**config.mk**
```make
export PLATFORM = sky130hd
export DESIGN_NAME = burst_splitter_top
export DESIGN_NICKNAME = d
export VERILOG_FILES = /design/src/common/splitter_cfg_pkg.sv /design/src/common/axi_types_pkg.sv /design/src/hdl/burst_splitter_top.sv /design/src/hdl/resp_joiner.sv /design/src/ax_split/ax_splitter.sv /design/src/ax_split/len_tracker.sv
export SDC_FILE = /design/constraint.sdc
export NUM_CORES = 1
export LEC_CHECK = 0
export BUFFER_PORTS_ARGS = -buffer_cell sky130_fd_sc_hd__clkbuf_2
export CAP_MARGIN = 10
export CORE_UTILIZATION = 42
export DETAILED_ROUTE_END_ITERATION = 8
export PLACE_DENSITY_LB_ADDON = 0.25
export REMOVE_ABC_BUFFERS = 1
export SLEW_MARGIN = 20
export SYNTH_ARGS = -nofsm -noshare
export SYNTH_HDL_FRONTEND = slang
export SYNTH_SLANG_ARGS = --single-unit
```
**constraint.sdc**
```tcl
create_clock -name clk_i -period 3.8 [get_ports clk_i]
set_clock_uncertainty 0.1 [all_clocks]
set_input_delay 1.14 -clock clk_i [delete_from_list [all_inputs] [get_ports clk_i]]
set_output_delay 1.14 -clock clk_i [all_outputs]
set_load 0.02 [all_outputs]
```
**src/common/splitter_cfg_pkg.sv**
```systemverilog
// Splitter sizing constants, tracker index and count types, splitter states
`default_nettype none

package splitter_cfg_pkg;

  // Bursts that may be outstanding per direction
  localparam int unsigned MAX_WRITE_TXNS = 4;
  localparam int unsigned MAX_READ_TXNS  = 4;

  // Pointer width of the length FIFO
  localparam int unsigned TRACK_IDX_W = 2;

  typedef logic [TRACK_IDX_W-1:0] track_idx_t;
  // One bit wider than the pointers so a full FIFO can be told from an empty one
  typedef logic [TRACK_IDX_W:0]   track_cnt_t;

  typedef enum logic {
    IDLE = 1'b0,
    BUSY = 1'b1
  } split_state_t;

endpackage

`default_nettype wire

```
**src/common/axi_types_pkg.sv**
```systemverilog
// AXI field types, response and burst encodings, and packed channel structs
`default_nettype none

package axi_types_pkg;

  typedef logic [31:0] addr_t;
  typedef logic [31:0] data_t;
  typedef logic [3:0]  strb_t;
  typedef logic [3:0]  id_t;
  // Beats in a burst minus one
  typedef logic [7:0]  len_t;
  // Log2 of the bytes moved per beat
  typedef logic [2:0]  size_t;

  typedef enum logic [1:0] {
    FIXED = 2'b00,
    INCR  = 2'b01,
    WRAP  = 2'b10
  } burst_t;

  typedef enum logic [1:0] {
    OKAY   = 2'b00,
    EXOKAY = 2'b01,
    SLVERR = 2'b10,
    DECERR = 2'b11
  } resp_t;

  // ----------------------------------------
  // Channel payloads
  // ----------------------------------------
  // Shared by AW and AR
  typedef struct packed {
    id_t    id;
    addr_t  addr;
    len_t   len;
    size_t  size;
    burst_t burst;
  } ax_req_t;

  typedef struct packed {
    data_t data;
    strb_t strb;
    logic  last;
  } w_beat_t;

  typedef struct packed {
    id_t   id;
    resp_t resp;
  } b_rsp_t;

  typedef struct packed {
    id_t   id;
    data_t data;
    resp_t resp;
    logic  last;
  } r_beat_t;

endpackage

`default_nettype wire
```
**src/hdl/burst_splitter_top.sv**
```systemverilog
// Burst splitter that turns AXI bursts into single-beat requests downstream
`default_nettype none

module burst_splitter_top
  import axi_types_pkg::*;
  import splitter_cfg_pkg::*;
(
  input  wire     clk_i,
  input  wire     reset_i,
  // Upstream manager side
  input  ax_req_t s_aw_i,
  input  logic    s_aw_valid_i,
  output logic    s_aw_ready_o,
  input  w_beat_t s_w_i,
  input  logic    s_w_valid_i,
  output logic    s_w_ready_o,
  output b_rsp_t  s_b_o,
  output logic    s_b_valid_o,
  input  logic    s_b_ready_i,
  input  ax_req_t s_ar_i,
  input  logic    s_ar_valid_i,
  output logic    s_ar_ready_o,
  output r_beat_t s_r_o,
  output logic    s_r_valid_o,
  input  logic    s_r_ready_i,
  // Downstream subordinate side
  output ax_req_t m_aw_o,
  output logic    m_aw_valid_o,
  input  logic    m_aw_ready_i,
  output w_beat_t m_w_o,
  output logic    m_w_valid_o,
  input  logic    m_w_ready_i,
  input  b_rsp_t  m_b_i,
  input  logic    m_b_valid_i,
  output logic    m_b_ready_o,
  output ax_req_t m_ar_o,
  output logic    m_ar_valid_o,
  input  logic    m_ar_ready_i,
  input  r_beat_t m_r_i,
  input  logic    m_r_valid_i,
  output logic    m_r_ready_o
);

  len_t w_cnt_left;
  logic w_cnt_valid;
  logic w_cnt_dec;
  len_t r_cnt_left;
  logic r_cnt_valid;
  logic r_cnt_dec;

  // ----------------------------------------
  // Address channels
  // ----------------------------------------
  ax_splitter #(
    .DEPTH(MAX_WRITE_TXNS)
  ) u_aw_split (
    .clk_i       (clk_i),
    .reset_i     (reset_i),
    .ax_i        (s_aw_i),
    .ax_valid_i  (s_aw_valid_i),
    .ax_ready_o  (s_aw_ready_o),
    .ax_o        (m_aw_o),
    .ax_valid_o  (m_aw_valid_o),
    .ax_ready_i  (m_aw_ready_i),
    .cnt_left_o  (w_cnt_left),
    .cnt_valid_o (w_cnt_valid),
    .cnt_dec_i   (w_cnt_dec)
  );

  ax_splitter #(
    .DEPTH(MAX_READ_TXNS)
  ) u_ar_split (
    .clk_i       (clk_i),
    .reset_i     (reset_i),
    .ax_i        (s_ar_i),
    .ax_valid_i  (s_ar_valid_i),
    .ax_ready_o  (s_ar_ready_o),
    .ax_o        (m_ar_o),
    .ax_valid_o  (m_ar_valid_o),
    .ax_ready_i  (m_ar_ready_i),
    .cnt_left_o  (r_cnt_left),
    .cnt_valid_o (r_cnt_valid),
    .cnt_dec_i   (r_cnt_dec)
  );

  // ----------------------------------------
  // Write data
  // ----------------------------------------
  // Every beat is its own transaction downstream, so each one is the last
  always_comb begin
    m_w_o      = s_w_i;
    m_w_o.last = 1'b1;
  end
  assign m_w_valid_o = s_w_valid_i;
  assign s_w_ready_o = m_w_ready_i;

  // ----------------------------------------
  // Responses
  // ----------------------------------------
  resp_joiner u_resp (
    .clk_i        (clk_i),
    .reset_i      (reset_i),
    .m_b_i        (m_b_i),
    .m_b_valid_i  (m_b_valid_i),
    .m_b_ready_o  (m_b_ready_o),
    .s_b_o        (s_b_o),
    .s_b_valid_o  (s_b_valid_o),
    .s_b_ready_i  (s_b_ready_i),
    .m_r_i        (m_r_i),
    .m_r_valid_i  (m_r_valid_i),
    .m_r_ready_o  (m_r_ready_o),
    .s_r_o        (s_r_o),
    .s_r_valid_o  (s_r_valid_o),
    .s_r_ready_i  (s_r_ready_i),
    .wcnt_left_i  (w_cnt_left),
    .wcnt_valid_i (w_cnt_valid),
    .wcnt_dec_o   (w_cnt_dec),
    .rcnt_left_i  (r_cnt_left),
    .rcnt_valid_i (r_cnt_valid),
    .rcnt_dec_o   (r_cnt_dec)
  );

endmodule

`default_nettype wire

```
**src/hdl/resp_joiner.sv**
```systemverilog
// Write response merge with sticky error and read last rebuild
`default_nettype none

module resp_joiner
  import axi_types_pkg::*;
(
  input  wire     clk_i,
  input  wire     reset_i,
  // Write responses
  input  b_rsp_t  m_b_i,
  input  logic    m_b_valid_i,
  output logic    m_b_ready_o,
  output b_rsp_t  s_b_o,
  output logic    s_b_valid_o,
  input  logic    s_b_ready_i,
  // Read data
  input  r_beat_t m_r_i,
  input  logic    m_r_valid_i,
  output logic    m_r_ready_o,
  output r_beat_t s_r_o,
  output logic    s_r_valid_o,
  input  logic    s_r_ready_i,
  // Write tracker
  input  len_t    wcnt_left_i,
  input  logic    wcnt_valid_i,
  output logic    wcnt_dec_o,
  // Read tracker
  input  len_t    rcnt_left_i,
  input  logic    rcnt_valid_i,
  output logic    rcnt_dec_o
);

  logic b_final;
  logic b_hs;
  logic b_err_q;
  logic r_hs;

  // ----------------------------------------
  // B channel
  // ----------------------------------------
  assign b_final = (wcnt_left_i == '0);

  // Sub-responses before the final one are swallowed without waiting upstream
  assign m_b_ready_o = wcnt_valid_i && (b_final ? s_b_ready_i : 1'b1);
  assign s_b_valid_o = m_b_valid_i && wcnt_valid_i && b_final;

  always_comb begin
    s_b_o = m_b_i;
    if (b_err_q) begin
      s_b_o.resp = SLVERR;
    end
  end

  assign b_hs       = m_b_valid_i && m_b_ready_o;
  assign wcnt_dec_o = b_hs;

  // Error seen on an earlier beat of the current burst
  always_ff @(posedge clk_i) begin
    if (reset_i) begin
      b_err_q <= 1'b0;
    end else if (b_hs) begin
      if (b_final) begin
        b_err_q <= 1'b0;
      end else if (m_b_i.resp[1]) begin
        b_err_q <= 1'b1;
      end
    end
  end

  // ----------------------------------------
  // R channel
  // ----------------------------------------
  assign m_r_ready_o = rcnt_valid_i && s_r_ready_i;
  assign s_r_valid_o = m_r_valid_i && rcnt_valid_i;

  always_comb begin
    s_r_o      = m_r_i;
    s_r_o.last = (rcnt_left_i == '0);
  end

  assign r_hs       = m_r_valid_i && m_r_ready_o;
  assign rcnt_dec_o = r_hs;

endmodule

`default_nettype wire

```
**src/ax_split/ax_splitter.sv**
```systemverilog
// Address channel splitter issuing one single-beat request per burst beat
`default_nettype none

module ax_splitter
  import axi_types_pkg::*;
  import splitter_cfg_pkg::*;
#(
  parameter int unsigned DEPTH = MAX_WRITE_TXNS
) (
  input  wire     clk_i,
  input  wire     reset_i,
  // Upstream burst
  input  ax_req_t ax_i,
  input  logic    ax_valid_i,
  output logic    ax_ready_o,
  // Downstream single-beat requests
  output ax_req_t ax_o,
  output logic    ax_valid_o,
  input  logic    ax_ready_i,
  // Length query for the response side
  output len_t    cnt_left_o,
  output logic    cnt_valid_o,
  input  logic    cnt_dec_i
);

  split_state_t state_q;
  ax_req_t      ax_q;
  logic         trk_full;
  logic         in_hs;
  logic         out_hs;
  addr_t        addr_step;

  assign ax_ready_o = (state_q == IDLE) && !trk_full;
  assign in_hs      = ax_valid_i && ax_ready_o;
  assign out_hs     = ax_valid_o && ax_ready_i;

  // Offer the stored burst as a single beat
  always_comb begin
    ax_o     = ax_q;
    ax_o.len = '0;
  end
  assign ax_valid_o = (state_q == BUSY);

  assign addr_step = addr_t'(1) << ax_q.size;

  // ----------------------------------------
  // Control
  // ----------------------------------------
  always_ff @(posedge clk_i) begin
    if (reset_i) begin
      state_q <= IDLE;
    end else begin
      case (state_q)
        IDLE: begin
          if (in_hs) begin
            state_q <= BUSY;
          end
        end
        BUSY: begin
          // Stored len of zero means this handshake sent the final beat
          if (out_hs && ax_q.len == '0) begin
            state_q <= IDLE;
          end
        end
        default: begin
          state_q <= IDLE;
        end
      endcase
    end
  end

  // ----------------------------------------
  // Request payload
  // ----------------------------------------
  always_ff @(posedge clk_i) begin
    if (in_hs) begin
      ax_q <= ax_i;
    end else if (out_hs && ax_q.len != '0) begin
      ax_q.len <= ax_q.len - len_t'(1);
      // FIXED and the unsupported WRAP keep the same address
      if (ax_q.burst == INCR) begin
        ax_q.addr <= ax_q.addr + addr_step;
      end
    end
  end

  len_tracker #(
    .DEPTH(DEPTH)
  ) u_len_tracker (
    .clk_i       (clk_i),
    .reset_i     (reset_i),
    .push_i      (in_hs),
    .push_len_i  (ax_i.len),
    .full_o      (trk_full),
    .cnt_left_o  (cnt_left_o),
    .cnt_valid_o (cnt_valid_o),
    .cnt_dec_i   (cnt_dec_i)
  );

endmodule

`default_nettype wire

```
**src/ax_split/len_tracker.sv**
```systemverilog
// In-order FIFO of burst lengths whose head entry counts down per response beat
`default_nettype none

module len_tracker
  import axi_types_pkg::*;
  import splitter_cfg_pkg::*;
#(
  parameter int unsigned DEPTH = MAX_WRITE_TXNS
) (
  input  wire  clk_i,
  input  wire  reset_i,
  // Burst accepted upstream
  input  logic push_i,
  input  len_t push_len_i,
  output logic full_o,
  // Beats left in the head burst after the current one
  output len_t cnt_left_o,
  output logic cnt_valid_o,
  input  logic cnt_dec_i
);

  len_t       len_mem [DEPTH];
  track_idx_t wr_ptr_q;
  track_idx_t rd_ptr_q;
  track_cnt_t count_q;
  logic       do_push;
  logic       do_dec;
  logic       do_pop;

  assign full_o      = (count_q == track_cnt_t'(DEPTH));
  assign cnt_valid_o = (count_q != '0);
  assign cnt_left_o  = len_mem[rd_ptr_q];

  assign do_push = push_i && !full_o;
  assign do_dec  = cnt_dec_i && cnt_valid_o;
  // Decrement at zero retires the burst
  assign do_pop  = do_dec && (cnt_left_o == '0);

  // ----------------------------------------
  // Pointers and occupancy
  // ----------------------------------------
  always_ff @(posedge clk_i) begin
    if (reset_i) begin
      wr_ptr_q <= '0;
      rd_ptr_q <= '0;
      count_q  <= '0;
    end else begin
      if (do_push) begin
        wr_ptr_q <= (wr_ptr_q == track_idx_t'(DEPTH - 1)) ? '0 : wr_ptr_q + track_idx_t'(1);
      end
      if (do_pop) begin
        rd_ptr_q <= (rd_ptr_q == track_idx_t'(DEPTH - 1)) ? '0 : rd_ptr_q + track_idx_t'(1);
      end
      case ({do_push, do_pop})
        2'b10:   count_q <= count_q + track_cnt_t'(1);
        2'b01:   count_q <= count_q - track_cnt_t'(1);
        default: count_q <= count_q;
      endcase
    end
  end

  // ----------------------------------------
  // Length storage
  // ----------------------------------------
  // A push never lands on the counting head entry because the FIFO is not full then
  always_ff @(posedge clk_i) begin
    if (do_push) begin
      len_mem[wr_ptr_q] <= push_len_i;
    end
    if (do_dec && !do_pop) begin
      len_mem[rd_ptr_q] <= len_mem[rd_ptr_q] - len_t'(1);
    end
  end

endmodule

`default_nettype wire

```
Word level (Yosys, flattened, before mapping)
Memories as Yosys holds them, arrays and structs flattened. A register that Yosys moved wholly into a read port is not among the register bits. Cells that the tools add are included.

Shift operators: 2. Reduce and logical (&&, ||, !) cells: 47. Bitwise operators: 2. Mux-type cells: 34. Eq/ne operators: 12. Add/subtract/negate cells: 14.

Operators with widths (number): $mux 40 (4); $add 32x32->32 (2); $mux 32 (2); $shl 1x3->32 const A (2); $logic_not 8->1 (4); $sub 8x1->8 const B (4); $logic_and 1x1->1 (25); $mux 2 (9); $reduce_bool 8->1 (2); $mux 1 (15); $reduce_bool 2->1 (7); $eq 2x2->1 const B (6); $pmux 3 s2 (2); $add 2x1->2 const B (4); $eq 2x1->1 const B (4); $add 3x1->3 const B (2); $eq 3x3->1 const B (2); $reduce_and 2->1 (3); $reduce_bool 3->1 (2); $sub 3x1->3 const B (2); $logic_not 1->1 (4); $pmux 1 s2 (2); $not 1->1 (2).

Bits in registers: 115. Logic and storage cells: 132. Output and inout bits: 190. RAM bits: 64. Memories kept: 2. Bits of input ports: 192.

Memory list: u_ar_split.u_len_tracker.len_mem (words 4, bits a word 8, read ports 1, clocked after Yosys merged registers in 1, wr ports 2, line len_tracker.sv:22) `len_t len_mem [DEPTH];`; u_aw_split.u_len_tracker.len_mem (words 4, bits a word 8, read ports 1, clocked after Yosys merged registers in 1, wr ports 2, line len_tracker.sv:22).

Logic depth before layout (Yosys ltp)
Gate-level depths: netlist of run 1.

Word-level depth: 10. Mapped depth: 14.

Hierarchy
Synthesis of run 1 repeated with hierarchy kept, for this count alone.

Cell total of the unflattened synthesis: 1180. Area, all modules: 11927.7 µm².

Modules (own cells, without submodules): ax_splitter at u_ar_split (area an instance 3403.3 µm², instances 1, cells an instance 350); ax_splitter at u_aw_split (area an instance 3354.5 µm², instances 1, cells an instance 351); len_tracker at u_aw_split.u_len_tracker (area an instance 2208.4 µm², instances 1, cells an instance 195); len_tracker at u_ar_split.u_len_tracker (area an instance 2200.9 µm², instances 1, cells an instance 181); resp_joiner (area an instance 464.2 µm², instances 1, cells an instance 63); burst_splitter_top (area an instance 296.5 µm², instances 1, cells an instance 40).

Worst setup path before layout of run 1
No wires, ideal clock.

Path type: in2reg. From: input m_aw_ready_i. To: register u_aw_split.ax_q, in the netlist u_aw_split.ax_o[13], enable pin. Path slack: -306 ps. Stages on the path: 2. Path buffers: 0. Arrival time: 3541 ps. Cell sequence: nand3_1 -> o21ai_0.

Word-level cells in the longest chain between the ends: 4.

RTL lines: start, declared (line burst_splitter_top.sv:29) `input logic m_aw_ready_i,`; $logic_and 1x1->1 (line ax_splitter.sv:35) `assign out_hs = ax_valid_o && ax_ready_i;`; $logic_and 1x1->1 (line ax_splitter.sv:78) `end else if (out_hs && ax_q.len != '0) begin`; $reduce_bool 2->1 (no line); $reduce_and 2->1 (no line); end signal, assigned (line ax_splitter.sv:77) `ax_q <= ax_i;`; end, declared (line ax_splitter.sv:27) `ax_req_t ax_q;`.

Every way passes these cells. A chain may end at the register's enable or synchronous reset.

==> results of run 1 <==
[area by class of cell]
class                      instances  share of cell area
clock inverter                    14             0.01275
clock buffer                      18             0.03389
inverter                          45             0.01334
multi-input combinational        721              0.3809
timing repair buffer             240              0.1047
sequential                       183              0.4176
tap                              372             0.03676
[worst max path at each step]
stage	cells after the start	start	slack, ns	to
floorplan	3	s_ar_valid_i	-1.22	u_ar_split.ax_o[13]
global placement	11	register	0.12	u_aw_split.u_len_tracker.count_q[2]
detailed placement	11	register	0.11	u_aw_split.u_len_tracker.count_q[2]
CTS	6	register	-0.18	s_b_valid_o
global route	6	register	-0.30	s_b_valid_o
finish	6	register	-0.24	s_b_valid_o
[synthesized netlist by cell type, types with 3 or more instances]
| cell | n |
|---|---|
| edfxtp_1 | 162 |
| a2111oi_0 | 16 |
| and3b_1 | 3 |
| or3_1 | 3 |
| o31a_1 | 4 |
| nor3_1 | 10 |
| a21oi_1 | 65 |
| a211oi_1 | 11 |
| fa_1 | 4 |
| inv_1 | 45 |
| xnor2_1 | 54 |
| nor3b_1 | 6 |
| mux4_2 | 12 |
| buf_6 | 10 |
| dfxtp_1 | 21 |
| nor4_1 | 4 |
| buf_1 | 4 |
| xor2_1 | 28 |
| nor2_1 | 74 |
| mux2_1 | 4 |
| o21ai_0 | 89 |
| nand4_1 | 11 |
| and3_4 | 4 |
| mux2_2 | 14 |
| a21o_1 | 12 |
| and3_1 | 13 |
| mux4_1 | 4 |
| o21a_1 | 3 |
| buf_4 | 179 |
| nand4b_1 | 5 |
| mux2i_1 | 5 |
| nor2b_1 | 3 |
| ha_1 | 41 |
| nand3_1 | 18 |
| nand2b_1 | 3 |
| a31oi_1 | 4 |
| clkbuf_1 | 33 |
| nand2_1 | 147 |
[timing repair]
action / in CTS / in global routing
pin swaps: 3 / 3
resized for setup: 7 / 7
cloned: 0 / 0
setup buffers: 4 / 6
hold buffers: 0 / 0
setup endpoints to repair: 2 / 4
[metal layers]
layer | vias to the layer above | global-route usage
met5 | - | 0.1061
met4 | 8 | 0.07991
met3 | 55 | 0.2206
met2 | 467 | 0.3938
met1 | 3926 | 0.2500
li1 | 4001 | -
[state kept, by name (all words and copies together), names as in the netlist, 2 cells and up, named ones only]
| signal | cells |
|---|---|
| u_ar_split.u_len_tracker.count_q | 3 |
| u_ar_split.ax_q | 8 |
| u_aw_split.u_len_tracker.len_mem | 32 |
| u_ar_split.u_len_tracker.rd_ptr_q | 2 |
| u_aw_split.ax_q | 8 |
| u_aw_split.u_len_tracker.wr_ptr_q | 2 |
| u_ar_split.ax_o | 41 |
| u_ar_split.u_len_tracker.wr_ptr_q | 2 |
| u_aw_split.u_len_tracker.count_q | 3 |
| u_ar_split.u_len_tracker.len_mem | 32 |
| u_aw_split.u_len_tracker.rd_ptr_q | 2 |
| u_aw_split.ax_o | 41 |
[cells by family after synthesis]
family	after synthesis	share of synthesized area
compound gates	219	0.1094
flops	183	0.4486
other cells	2	0.0006375
fa+ha+maj	45	0.05034
mux	39	0.05331
xor+xnor	82	0.06096
buf+inv	273	0.1506
simple gates	319	0.1262
[critical path, cell delays in order, from the launching register on]
cell      delay (ns)
dfxtp_2         0.34
buf_12          0.13
mux4_2          0.52
or3_4           0.42
or4_4           0.59
and2b_1         0.23
clkbuf_8        0.14
[through the flow]
| stage | power (mW) | cells | area [µm²] | hold WS (ns) | worst slack, ns |
|---|---|---|---|---|---|
| floorplan | 3.207 | 949 | 10230 | 0.3631 | -1.218 |
| global placement | 3.559 | 1551 | 11950 | 0.3815 | 0.1207 |
| detailed placement | 3.576 | 1551 | 11950 | 0.3963 | 0.1137 |
| CTS | 5.385 | 1587 | 12590 | 0.4061 | -0.1821 |
| global route | 5.588 | 1593 | 12660 | 0.4502 | -0.3002 |
| finish | 5.368 | 1593 | 12660 | 0.4066 | -0.2364 |
[power by group]
group | switching (mW) | internal [mW]
clock network | 0.929 | 0.885
registers | 0.135 | 2.40
logic | 0.623 | 0.392
==> metrics.csv, run 1 <==
stage,metric,value,unit
setup_path,CP Launch Type,register,
yosys,Synth warnings,0,
run_status,failing checks,setup timing,
sta,Slew @ Worst Pin,0.8572,ns
sta,relative slew slack,0.4274,
yosys,number of synthesized flops with an enable pin,162,
global_route,GRT overflow,0,
global_route,Total GRT Usage,0.2582,
sta,"Setup violations, final",2,
floorplan,die width,169.5,µm
sta,fin crit period,4.036,ns
finish,antenna cell count,0,
yosys,Synth cell types,61,
clocking,clock slew at reported path FFs,0.07,ns
setup_path,largest fanout on the critical path,7,
floorplan,num rows,60,
yosys,asr flop ratio synth,0,
finish,nets,1445,
global_route,global-route wire length before repair,52630,µm
detailed_routing,DRT Pass-1 Iters,5,
detailed_routing,Via Count,8457,
detailed_routing,Via density,5.309,
clocking,total CTS buffers,17,
yosys,"Seq/Total Area, Yosys",0.4486,
finish,"Core Util, Final",0.4647,
setup_path,flop-to-flop setup slack,0.12,ns
floorplan,full die area,28730,µm²
clocking,CTS tree,yes,
detailed_routing,initial DRC count,559,
sta,fin. max-slew vios,0,
placement,GPL Wtd Cong,0.8626,
yosys,top-area cell type share of the netlist area,0.4129,
finish,fill cell count,2600,
sta,unrepaired setup endpoints after global routing,true,
yosys,"Cell Area, Synth",11780,µm²
detailed_routing,DR WL met3,7227,µm
pwr,Peak VDD IR,265.8,µV
placement,HPWL after detailed placement,29220,µm
hold_path,class of the worst hold path,reg -> reg,
clocking,root buf cell,clkbuf_16,
placement,# port buffers,202,
floorplan,Core Region,27250,µm²
setup_path,Register-to-Register Path Depth,12,
detailed_routing,met1 wire length,12390,µm
finish,"most common cell after layout, fill and taps aside",clkbuf_2,
sta,Setup WS post-layout,-0.2364,ns
hold_path,hold endpoint,u_ar_split.u_len_tracker.wr_ptr_q[1],
floorplan,I/O pin count,382,
finish,area occupied by multi-input gates,4823,µm²
pwr,PwrDens,423.9,nW/µm²
clocking,CTS Sinks,183,
sta,Tcrit/Tclk final,1.062,
sta,Final Hold Fails,0,
hold_path,hold_sp,u_ar_split.u_len_tracker.wr_ptr_q[1],
detailed_routing,Highest Signal Layer,met5,
setup_path,CP Class,reg -> out,
sta,Setup TNS,-0.4388,ns
global_route,initial antenna violation count,0,
finish,most frequent cells in the layout,"clkbuf_2 (200), edfxtp_1 (162), nand2_1 (147), o21ai_0 (87), nor2_1 (73)",
detailed_routing,DRC,0,
setup_path,crit path DAT,2.80,ns
yosys,synth top area cells,"edfxtp_1 (41%), buf_4 (11%), nand2_1 (4.7%)",
sta,FMAX,247.7,MHz
run_status,outcome,"complete, but fails checks",
clocking,clk_lat worst skew,0.44,ns
yosys,Synth Instances,1162,
floorplan,Starting Density,0.4323,
finish,register area,5289,µm²
hold_path,hold depth,2,
detailed_routing,Routed WL,37270,µm
clocking,Longest Clk Path Bufs,2,
global_route,largest net degree at the start of global routing,84,
detailed_routing,Routed WL per cell,23.40,µm
global_route,vias in the first global route,7971,
finish,"Area growth, synth to finish",7.487,%
setup_path,crit end category,output port,
yosys,Main synth FF type,edfxtp_1,
finish,layout cell share with drive strength beyond 1,0.2621,
clocking,htree depth,4,
floorplan,Die Y,169.5,µm
setup_path,r2r endpoint,u_aw_split.u_len_tracker.count_q[2],
detailed_routing,met2 WL post-DR,16270,µm
job,max_cap viols,0,
setup_path,data required time of the worst path,2.56,ns
detailed_routing,ANT nets after route,0,
yosys,Synth Register Bits,183,
yosys,mean post-synth cell area,10.14,µm²
yosys,Synth area leader,edfxtp_1,
pwr,leakage,4.968,nW
Power figures use the tool's default switching activity.
==> inputs of run 2 (changes only) <==
- clock period: 3.8 -> 3.6 ns (I/O delays scaled with it)
==> run 2 against run 1 <==
  * The flow still finishes with violations (setup timing)
  * Power increased by 5.3%
  * Count of clock-buffer cells in the layout unchanged
  * Via count increased by 1.1%
  * Global-route usage about the same
  * Worst hold slack got worse by 0.0088 ns
  * Largest cell class unchanged
  * Register-to-register slack got worse by 0.07 ns
==> metrics.csv, run 2 (synthesis gave the netlist of run 1 again) <==
stage,metric,value,unit,change
run_status,outcome,"complete, but fails checks",,
run_status,failing checks,setup timing,,
detailed_routing,Routed WL per cell,23.34,µm,-0.24%
pwr,leakage,5.016,nW,+0.97%
clocking,CTS tree,yes,,
floorplan,Starting Density,0.4323,,unchanged
placement,placed inst area,12040,µm²,+0.75%
finish,"most common cell after layout, fill and taps aside",clkbuf_2,,
finish,most frequent cells in the layout,"clkbuf_2 (200), edfxtp_1 (162), nand2_1 (147), o21ai_0 (87), nor2_1 (73)",,
sta,relative slew slack,0.4480,,+0.02066
clocking,clk_lat worst skew,0.44,ns,about the same
setup_path,flop-to-flop setup slack,0.05,ns,-0.07 ns
detailed_routing,Via Count,8553,,+1.1%
clocking,Post-CTS Hold Fix Bufs,0,,unchanged
setup_path,CP Class,reg -> out,,
clocking,total CTS buffers,17,,unchanged
setup_path,Register-to-Register Path Depth,13,,+1
sta,Setup WS post-layout,-0.2928,ns,-0.05633 ns
setup_path,data required time of the worst path,2.42,ns,-0.14 ns
setup_path,crit path DAT,2.71,ns,-0.09 ns
finish,final instance area,12740,µm²,+0.60%
sta,FMAX,256.9,MHz,
sta,fin. max-slew vios,0,,unchanged
floorplan,full die area,28730,µm²,unchanged
placement,GPL Wtd Cong,0.8834,,+2.4%
job,max_cap viols,0,,unchanged
global_route,Total GRT Usage,0.2580,,about the same
global_route,largest net degree at the start of global routing,84,,unchanged
sta,Tcrit/Tclk final,1.081,,
floorplan,Core Region,27250,µm²,unchanged
clocking,clock slew at reported path FFs,0.08,ns,about the same
detailed_routing,Via density,5.332,,+0.44%
placement,DP Worst Slack,-0.005673,ns,-0.1194 ns
finish,nets,1456,,+0.76%
floorplan,I/O pin count,382,,unchanged
setup_path,capture point of the worst path,s_b_valid_o,,
hold_path,class of the worst hold path,reg -> reg,,
pwr,PwrDens,443.5,nW/µm²,+4.6%
setup_path,r2r endpoint,u_aw_split.u_len_tracker.count_q[2],,
clocking,CTS Sinks,183,,unchanged
detailed_routing,Routed WL,37440,µm,+0.45%
floorplan,num rows,60,,unchanged
pwr,"Power, Total",5.650,mW,+5.3%
detailed_routing,DRT Pass-1 Iters,7,,+2
setup_path,CP Launch Type,register,,
clocking,htree depth,4,,unchanged
global_route,vias in the first global route,7911,,-0.75%
global_route,global-route wire length before repair,52680,µm,about the same
finish,layout cell share with drive strength beyond 1,0.2719,,+0.009835
global_route,initial antenna violation count,0,,unchanged
floorplan,die width,169.5,µm,unchanged
finish,"Area growth, synth to finish",8.135,%,
floorplan,Die Y,169.5,µm,unchanged
placement,# port buffers,202,,unchanged
clocking,root buf cell,clkbuf_16,,
sta,Slew @ Worst Pin,0.8262,ns,-0.03092 ns
sta,fin crit period,3.893,ns,
setup_path,largest fanout on the critical path,7,,unchanged
global_route,GRT overflow,0,,unchanged
detailed_routing,initial DRC count,675,,+21%
sta,"Setup violations, final",2,,unchanged
sta,Final Hold Fails,0,,unchanged
clocking,Longest Clk Path Bufs,2,,unchanged
pwr,Peak VDD IR,211.9,µV,-20%
detailed_routing,DRC,0,,unchanged
detailed_routing,ANT nets after route,0,,unchanged
setup_path,crit end category,output port,,
placement,HPWL after detailed placement,29290,µm,+0.23%
sta,unrepaired setup endpoints after global routing,true,,
finish,antenna cell count,0,,unchanged
## run 2: cell count changes in the layout (fill, tap and decap cells not counted), sizes merged
cell	previous run	this run
buf	38	50
clkbuf	220	219
clkinv	9	7
clkinvlp	1	2
inv	49	50
## run 2: worst min-delay path by stage
stage                                                    start                                    to  slack (ns)  cells after the start
after floorplan           u_ar_split.u_len_tracker.wr_ptr_q[1]  u_ar_split.u_len_tracker.wr_ptr_q[1]        0.36                      2
after global placement    u_ar_split.u_len_tracker.wr_ptr_q[1]  u_ar_split.u_len_tracker.wr_ptr_q[1]        0.38                      2
after detailed placement  u_ar_split.u_len_tracker.wr_ptr_q[1]  u_ar_split.u_len_tracker.wr_ptr_q[1]        0.39                      2
after CTS                 u_ar_split.u_len_tracker.wr_ptr_q[1]  u_ar_split.u_len_tracker.wr_ptr_q[1]        0.40                      2
after global routing      u_ar_split.u_len_tracker.wr_ptr_q[1]  u_ar_split.u_len_tracker.wr_ptr_q[1]        0.43                      2
final                     u_ar_split.u_len_tracker.wr_ptr_q[1]  u_ar_split.u_len_tracker.wr_ptr_q[1]        0.40                      2
## run 2: where the power goes
group / switching, mW / total (mW) / internal (mW)
Clock: 0.953 / 1.88 / 0.931
Combinational: 0.668 / 1.09 / 0.421
Sequential: 0.140 / 2.68 / 2.54
Total: 1.76 / 5.65 / 3.89
## run 2: cell type report
class                           instances  area, µm²
Fill cell                            2613      14510
Sequential cell                       183       5293
Multi-Input combinational cell        721       4818
Timing Repair Buffer                  251       1410
Tap cell                              372      465.4
Clock buffer                           18      429.2
Inverter                               45      168.9
Clock inverter                         14      155.1
## run 2: per-layer routing
layer / routed length, µm / vias up / global-route usage
li1: - / 4008 / -
met1: 12810 / 3988 / 0.2534
met2: 16210 / 502 / 0.3927
met3: 7291 / 49 / 0.2229
met4: 852 / 6 / 0.07599
met5: 270 / - / 0.07130
## run 2: per-stage QoR
stage | hold WS [ns] | instances | util | TNS, ns
global placement | 0.3837 | 1563 | 0.4420 | 0
floorplan | 0.3631 | 949 | - | -64.08
CTS | 0.4016 | 1600 | 0.4652 | -0.5981
detailed placement | 0.3906 | 1563 | 0.4420 | -0.005673
finish | 0.3978 | 1604 | 0.4675 | -0.5667
global route | 0.4283 | 1604 | 0.4675 | -0.7649
## run 2: timing repair
action                     4_1_cts  5_1_grt
pin swaps                        2        3
gates resized for setup          6       15
setup endpoints to repair        4        4
setup buffers                    5        4
## run 2: critical path, cell delays in order, from the launching register on
cell and delay (ns):
dfxtp_2 0.34, buf_12 0.13, mux4_2 0.51, or3_4 0.41, or4_4 0.53, and2b_1 0.22, clkbuf_8 0.14
==> inputs of run 3 (changes only) <==
- CORE_UTILIZATION: 42 -> 25
==> run 3 against run 2 <==
  * The flow still finishes with violations (setup timing)
  * Non-clock buffer count up 4
  * Power up 2.1%
  * Worst hold slack better by 0.0092 ns
  * Die area up 67%
  * Utilization down 19 points
  * Combinational power about the same
  * Fmax down 2.1%
  * Global-route usage down 9.8 points
  * Sequential share of layout area down 1.3 points
  * Clock power up 5%
  * Cell count up 15%
  * Critical path type unchanged
  * Highest routed layer unchanged
==> metrics.csv, run 3 (synthesis gave the netlist of run 1 again) <==
stage,metric,value,unit,change
run_status,outcome,"complete, but fails checks",,
run_status,failing checks,setup timing,,
finish,register area,5291,µm²,about the same
placement,GPL Wtd Cong,0.7589,,-14%
detailed_routing,Via Count,8498,,-0.64%
setup_path,CP Class,reg -> out,,
sta,unrepaired setup endpoints after global routing,true,,
placement,# port buffers,202,,unchanged
placement,DP Worst Slack,-0.03911,ns,-0.03344 ns
setup_path,largest fanout on the critical path,7,,unchanged
finish,"most common cell after layout, fill and taps aside",clkbuf_2,,
placement,HPWL after detailed placement,28760,µm,-1.8%
clocking,Longest Clk Path Bufs,2,,unchanged
detailed_routing,DRC,0,,unchanged
clocking,htree depth,4,,unchanged
setup_path,crit path DAT,2.79,ns,+0.08 ns
floorplan,Core Region,46560,µm²,+71%
detailed_routing,met2 WL post-DR,15070,µm,-7.0%
detailed_routing,Routed WL per cell,20.55,µm,-12%
finish,"Core Util, Final",0.2822,,-0.1853
detailed_routing,Via density,4.611,,-14%
global_route,largest net degree at the start of global routing,84,,unchanged
finish,layout cell share with drive strength beyond 1,0.2751,,+0.003165
clocking,clock slew at reported path FFs,0.08,ns,about the same
clocking,Post-CTS Hold Fix Bufs,0,,unchanged
hold_path,hold endpoint,u_ar_split.u_len_tracker.wr_ptr_q[1],,
job,max_cap viols,0,,unchanged
setup_path,worst-path cell chain,buf_12 > mux4_2 > or3_4 > or4_4 > and2b_1 > clkbuf_8,,
pwr,PwrDens,439.1,nW/µm²,-0.99%
pwr,Int Power,3.950,mW,+1.6%
clocking,CTS Sinks,183,,unchanged
finish,nets,1460,,+0.27%
clocking,total CTS buffers,17,,unchanged
clocking,CTS tree,yes,,
detailed_routing,initial DRC count,458,,-32%
setup_path,data required time of the worst path,2.42,ns,about the same
setup_path,CP max stage cell,or4_4,,
pwr,leakage,5.057,nW,+0.82%
detailed_routing,met1 wire length,16190,µm,+26%
finish,"Area growth, synth to finish",11.50,%,
setup_path,r2r endpoint,u_aw_split.u_len_tracker.count_q[2],,
global_route,global-route wire length before repair,54390,µm,+3.2%
sta,fin. max-slew vios,0,,unchanged
finish,final instance area,13140,µm²,+3.1%
sta,fin crit period,3.975,ns,+0.08216 ns
global_route,GRT overflow,0,,unchanged
hold_path,hold depth,2,,unchanged
setup_path,Register-to-Register Path Depth,12,,-1
clocking,root buf cell,clkbuf_16,,
floorplan,Die Y,219.1,µm,+29%
sta,"Setup violations, final",3,,+1
setup_path,biggest cell delay along the critical path,0.54,ns,about the same
sta,Tcrit/Tclk final,1.104,,+0.02282
setup_path,crit end category,output port,,
pwr,Peak VDD IR,303.9,µV,+43%
global_route,initial antenna violation count,0,,unchanged
setup_path,flop-to-flop setup slack,-0.01,ns,-0.06 ns
pwr,Clk pwr share,0.342,,+0.008
setup_path,CP Launch Type,register,,
detailed_routing,Highest Signal Layer,met5,,
floorplan,Starting Density,0.2531,,-0.1793
placement,placed inst area,12460,µm²,+3.5%
pwr,part of the power in registers,0.465,,-0.009
detailed_routing,DRT Pass-1 Iters,6,,-1
hold_path,hold_sp,u_ar_split.u_len_tracker.wr_ptr_q[1],,
sta,relative slew slack,0.3907,,-0.05734
global_route,Total GRT Usage,0.1597,,-0.09827
pwr,Comb pwr share,0.193,,about the same
floorplan,I/O pin count,382,,unchanged
global_route,vias in the first global route,8202,,+3.7%
detailed_routing,ANT nets after route,0,,unchanged
finish,fill cell count,4941,,+89%
finish,area occupied by multi-input gates,4835,µm²,+0.34%
finish,antenna cell count,0,,unchanged
hold_path,class of the worst hold path,reg -> reg,,
sta,FMAX,251.6,MHz,-2.1%
finish,most frequent cells in the layout,"clkbuf_2 (199), edfxtp_1 (162), nand2_1 (147), o21ai_0 (87), nor2_1 (73)",,
detailed_routing,DR WL met3,5688,µm,-22%
sta,Slew @ Worst Pin,0.9121,ns,+0.08583 ns
sta,Final Hold Fails,0,,unchanged
detailed_routing,Routed WL,37870,µm,+1.2%
pwr,Sw Pwr,1.818,mW,+3.2%
floorplan,die width,219.1,µm,+29%
pwr,Sw Ratio,0.3152,,+0.003408
sta,Setup WS post-layout,-0.3749,ns,-0.08216 ns
floorplan,full die area,48000,µm²,+67%
floorplan,num rows,79,,+32%
clocking,clk_lat worst skew,0.49,ns,+0.05 ns
[run 3: cell types whose count changed in the layout (fill, tap and decap cells not counted), moves of 2 or more]
cell       before  now
inv_8           5    3
buf_12          1    4
buf_4          47   49
a2111oi_1       0    2
inv_6           0    3
a2111oi_0      15   13
clkinv_8        3    1
[run 3: power groups by stage]
stage	sequential, mW	combinational (mW)	clock [mW]
final	2.68	1.11	1.97
after global routing	2.71	1.24	2.11
after CTS	2.68	1.12	2.04
after detailed placement	2.73	1.11	0
after global placement	2.73	1.09	0
after floorplan	2.81	0.576	0
[run 3: layer usage]
layer	track usage	vias to the layer above
li1	-	4021
met1	0.1859	4023
met2	0.2120	403
met3	0.1290	41
met4	0.04537	10
met5	0.07292	-
[run 3: critical path: cells and delay by family (launching register included)]
family / cells / cell delay [ns]
simple gates: 3 / 1.18
mux: 1 / 0.51
flops: 1 / 0.34
buf+inv: 2 / 0.27
[run 3: metrics by stage]
step / hold slack [ns] / setup TNS, ns / std cells / power (mW)
after floorplan: 0.3631 / -64.08 / 949 / 3.385
after global placement: 0.3869 / -0.01743 / 1805 / 3.820
after detailed placement: 0.3955 / -0.03911 / 1806 / 3.841
after CTS: 0.4095 / -0.9047 / 1841 / 5.838
after global routing: 0.4408 / -1.140 / 1843 / 6.052
final: 0.4070 / -0.7458 / 1843 / 5.768
[run 3: worst max-delay path by stage]
stage	depth (start not counted)	end	slack (ns)	from
floorplan	3	u_ar_split.ax_o[13]	-1.36	s_ar_valid_i
global placement	11	u_aw_split.u_len_tracker.count_q[2]	-0.01	register
detailed placement	11	u_aw_split.u_len_tracker.count_q[2]	-0.04	register
CTS	8	s_b_valid_o	-0.44	register
global route	6	s_b_valid_o	-0.49	register
finish	6	s_b_valid_o	-0.37	register
[run 3: what timing repair did]
action / 4_1_cts / 5_1_grt
setup buffers: 3 / 2
gates cloned: 0 / 0
gates resized for setup: 10 / 14
pin swaps: 3 / 1
setup endpoints to repair: 4 / 9
[run 3: area by class of cell]
| cell class | instances | area share |
|---|---|---|
| clock buffers | 17 | 0.03238 |
| clock inverters | 15 | 0.01219 |
| repair buffers | 255 | 0.1139 |
| inverters | 45 | 0.01286 |
| multi-input cells | 721 | 0.3680 |
| well taps | 607 | 0.05782 |
| flip-flops and latches | 183 | 0.4028 |
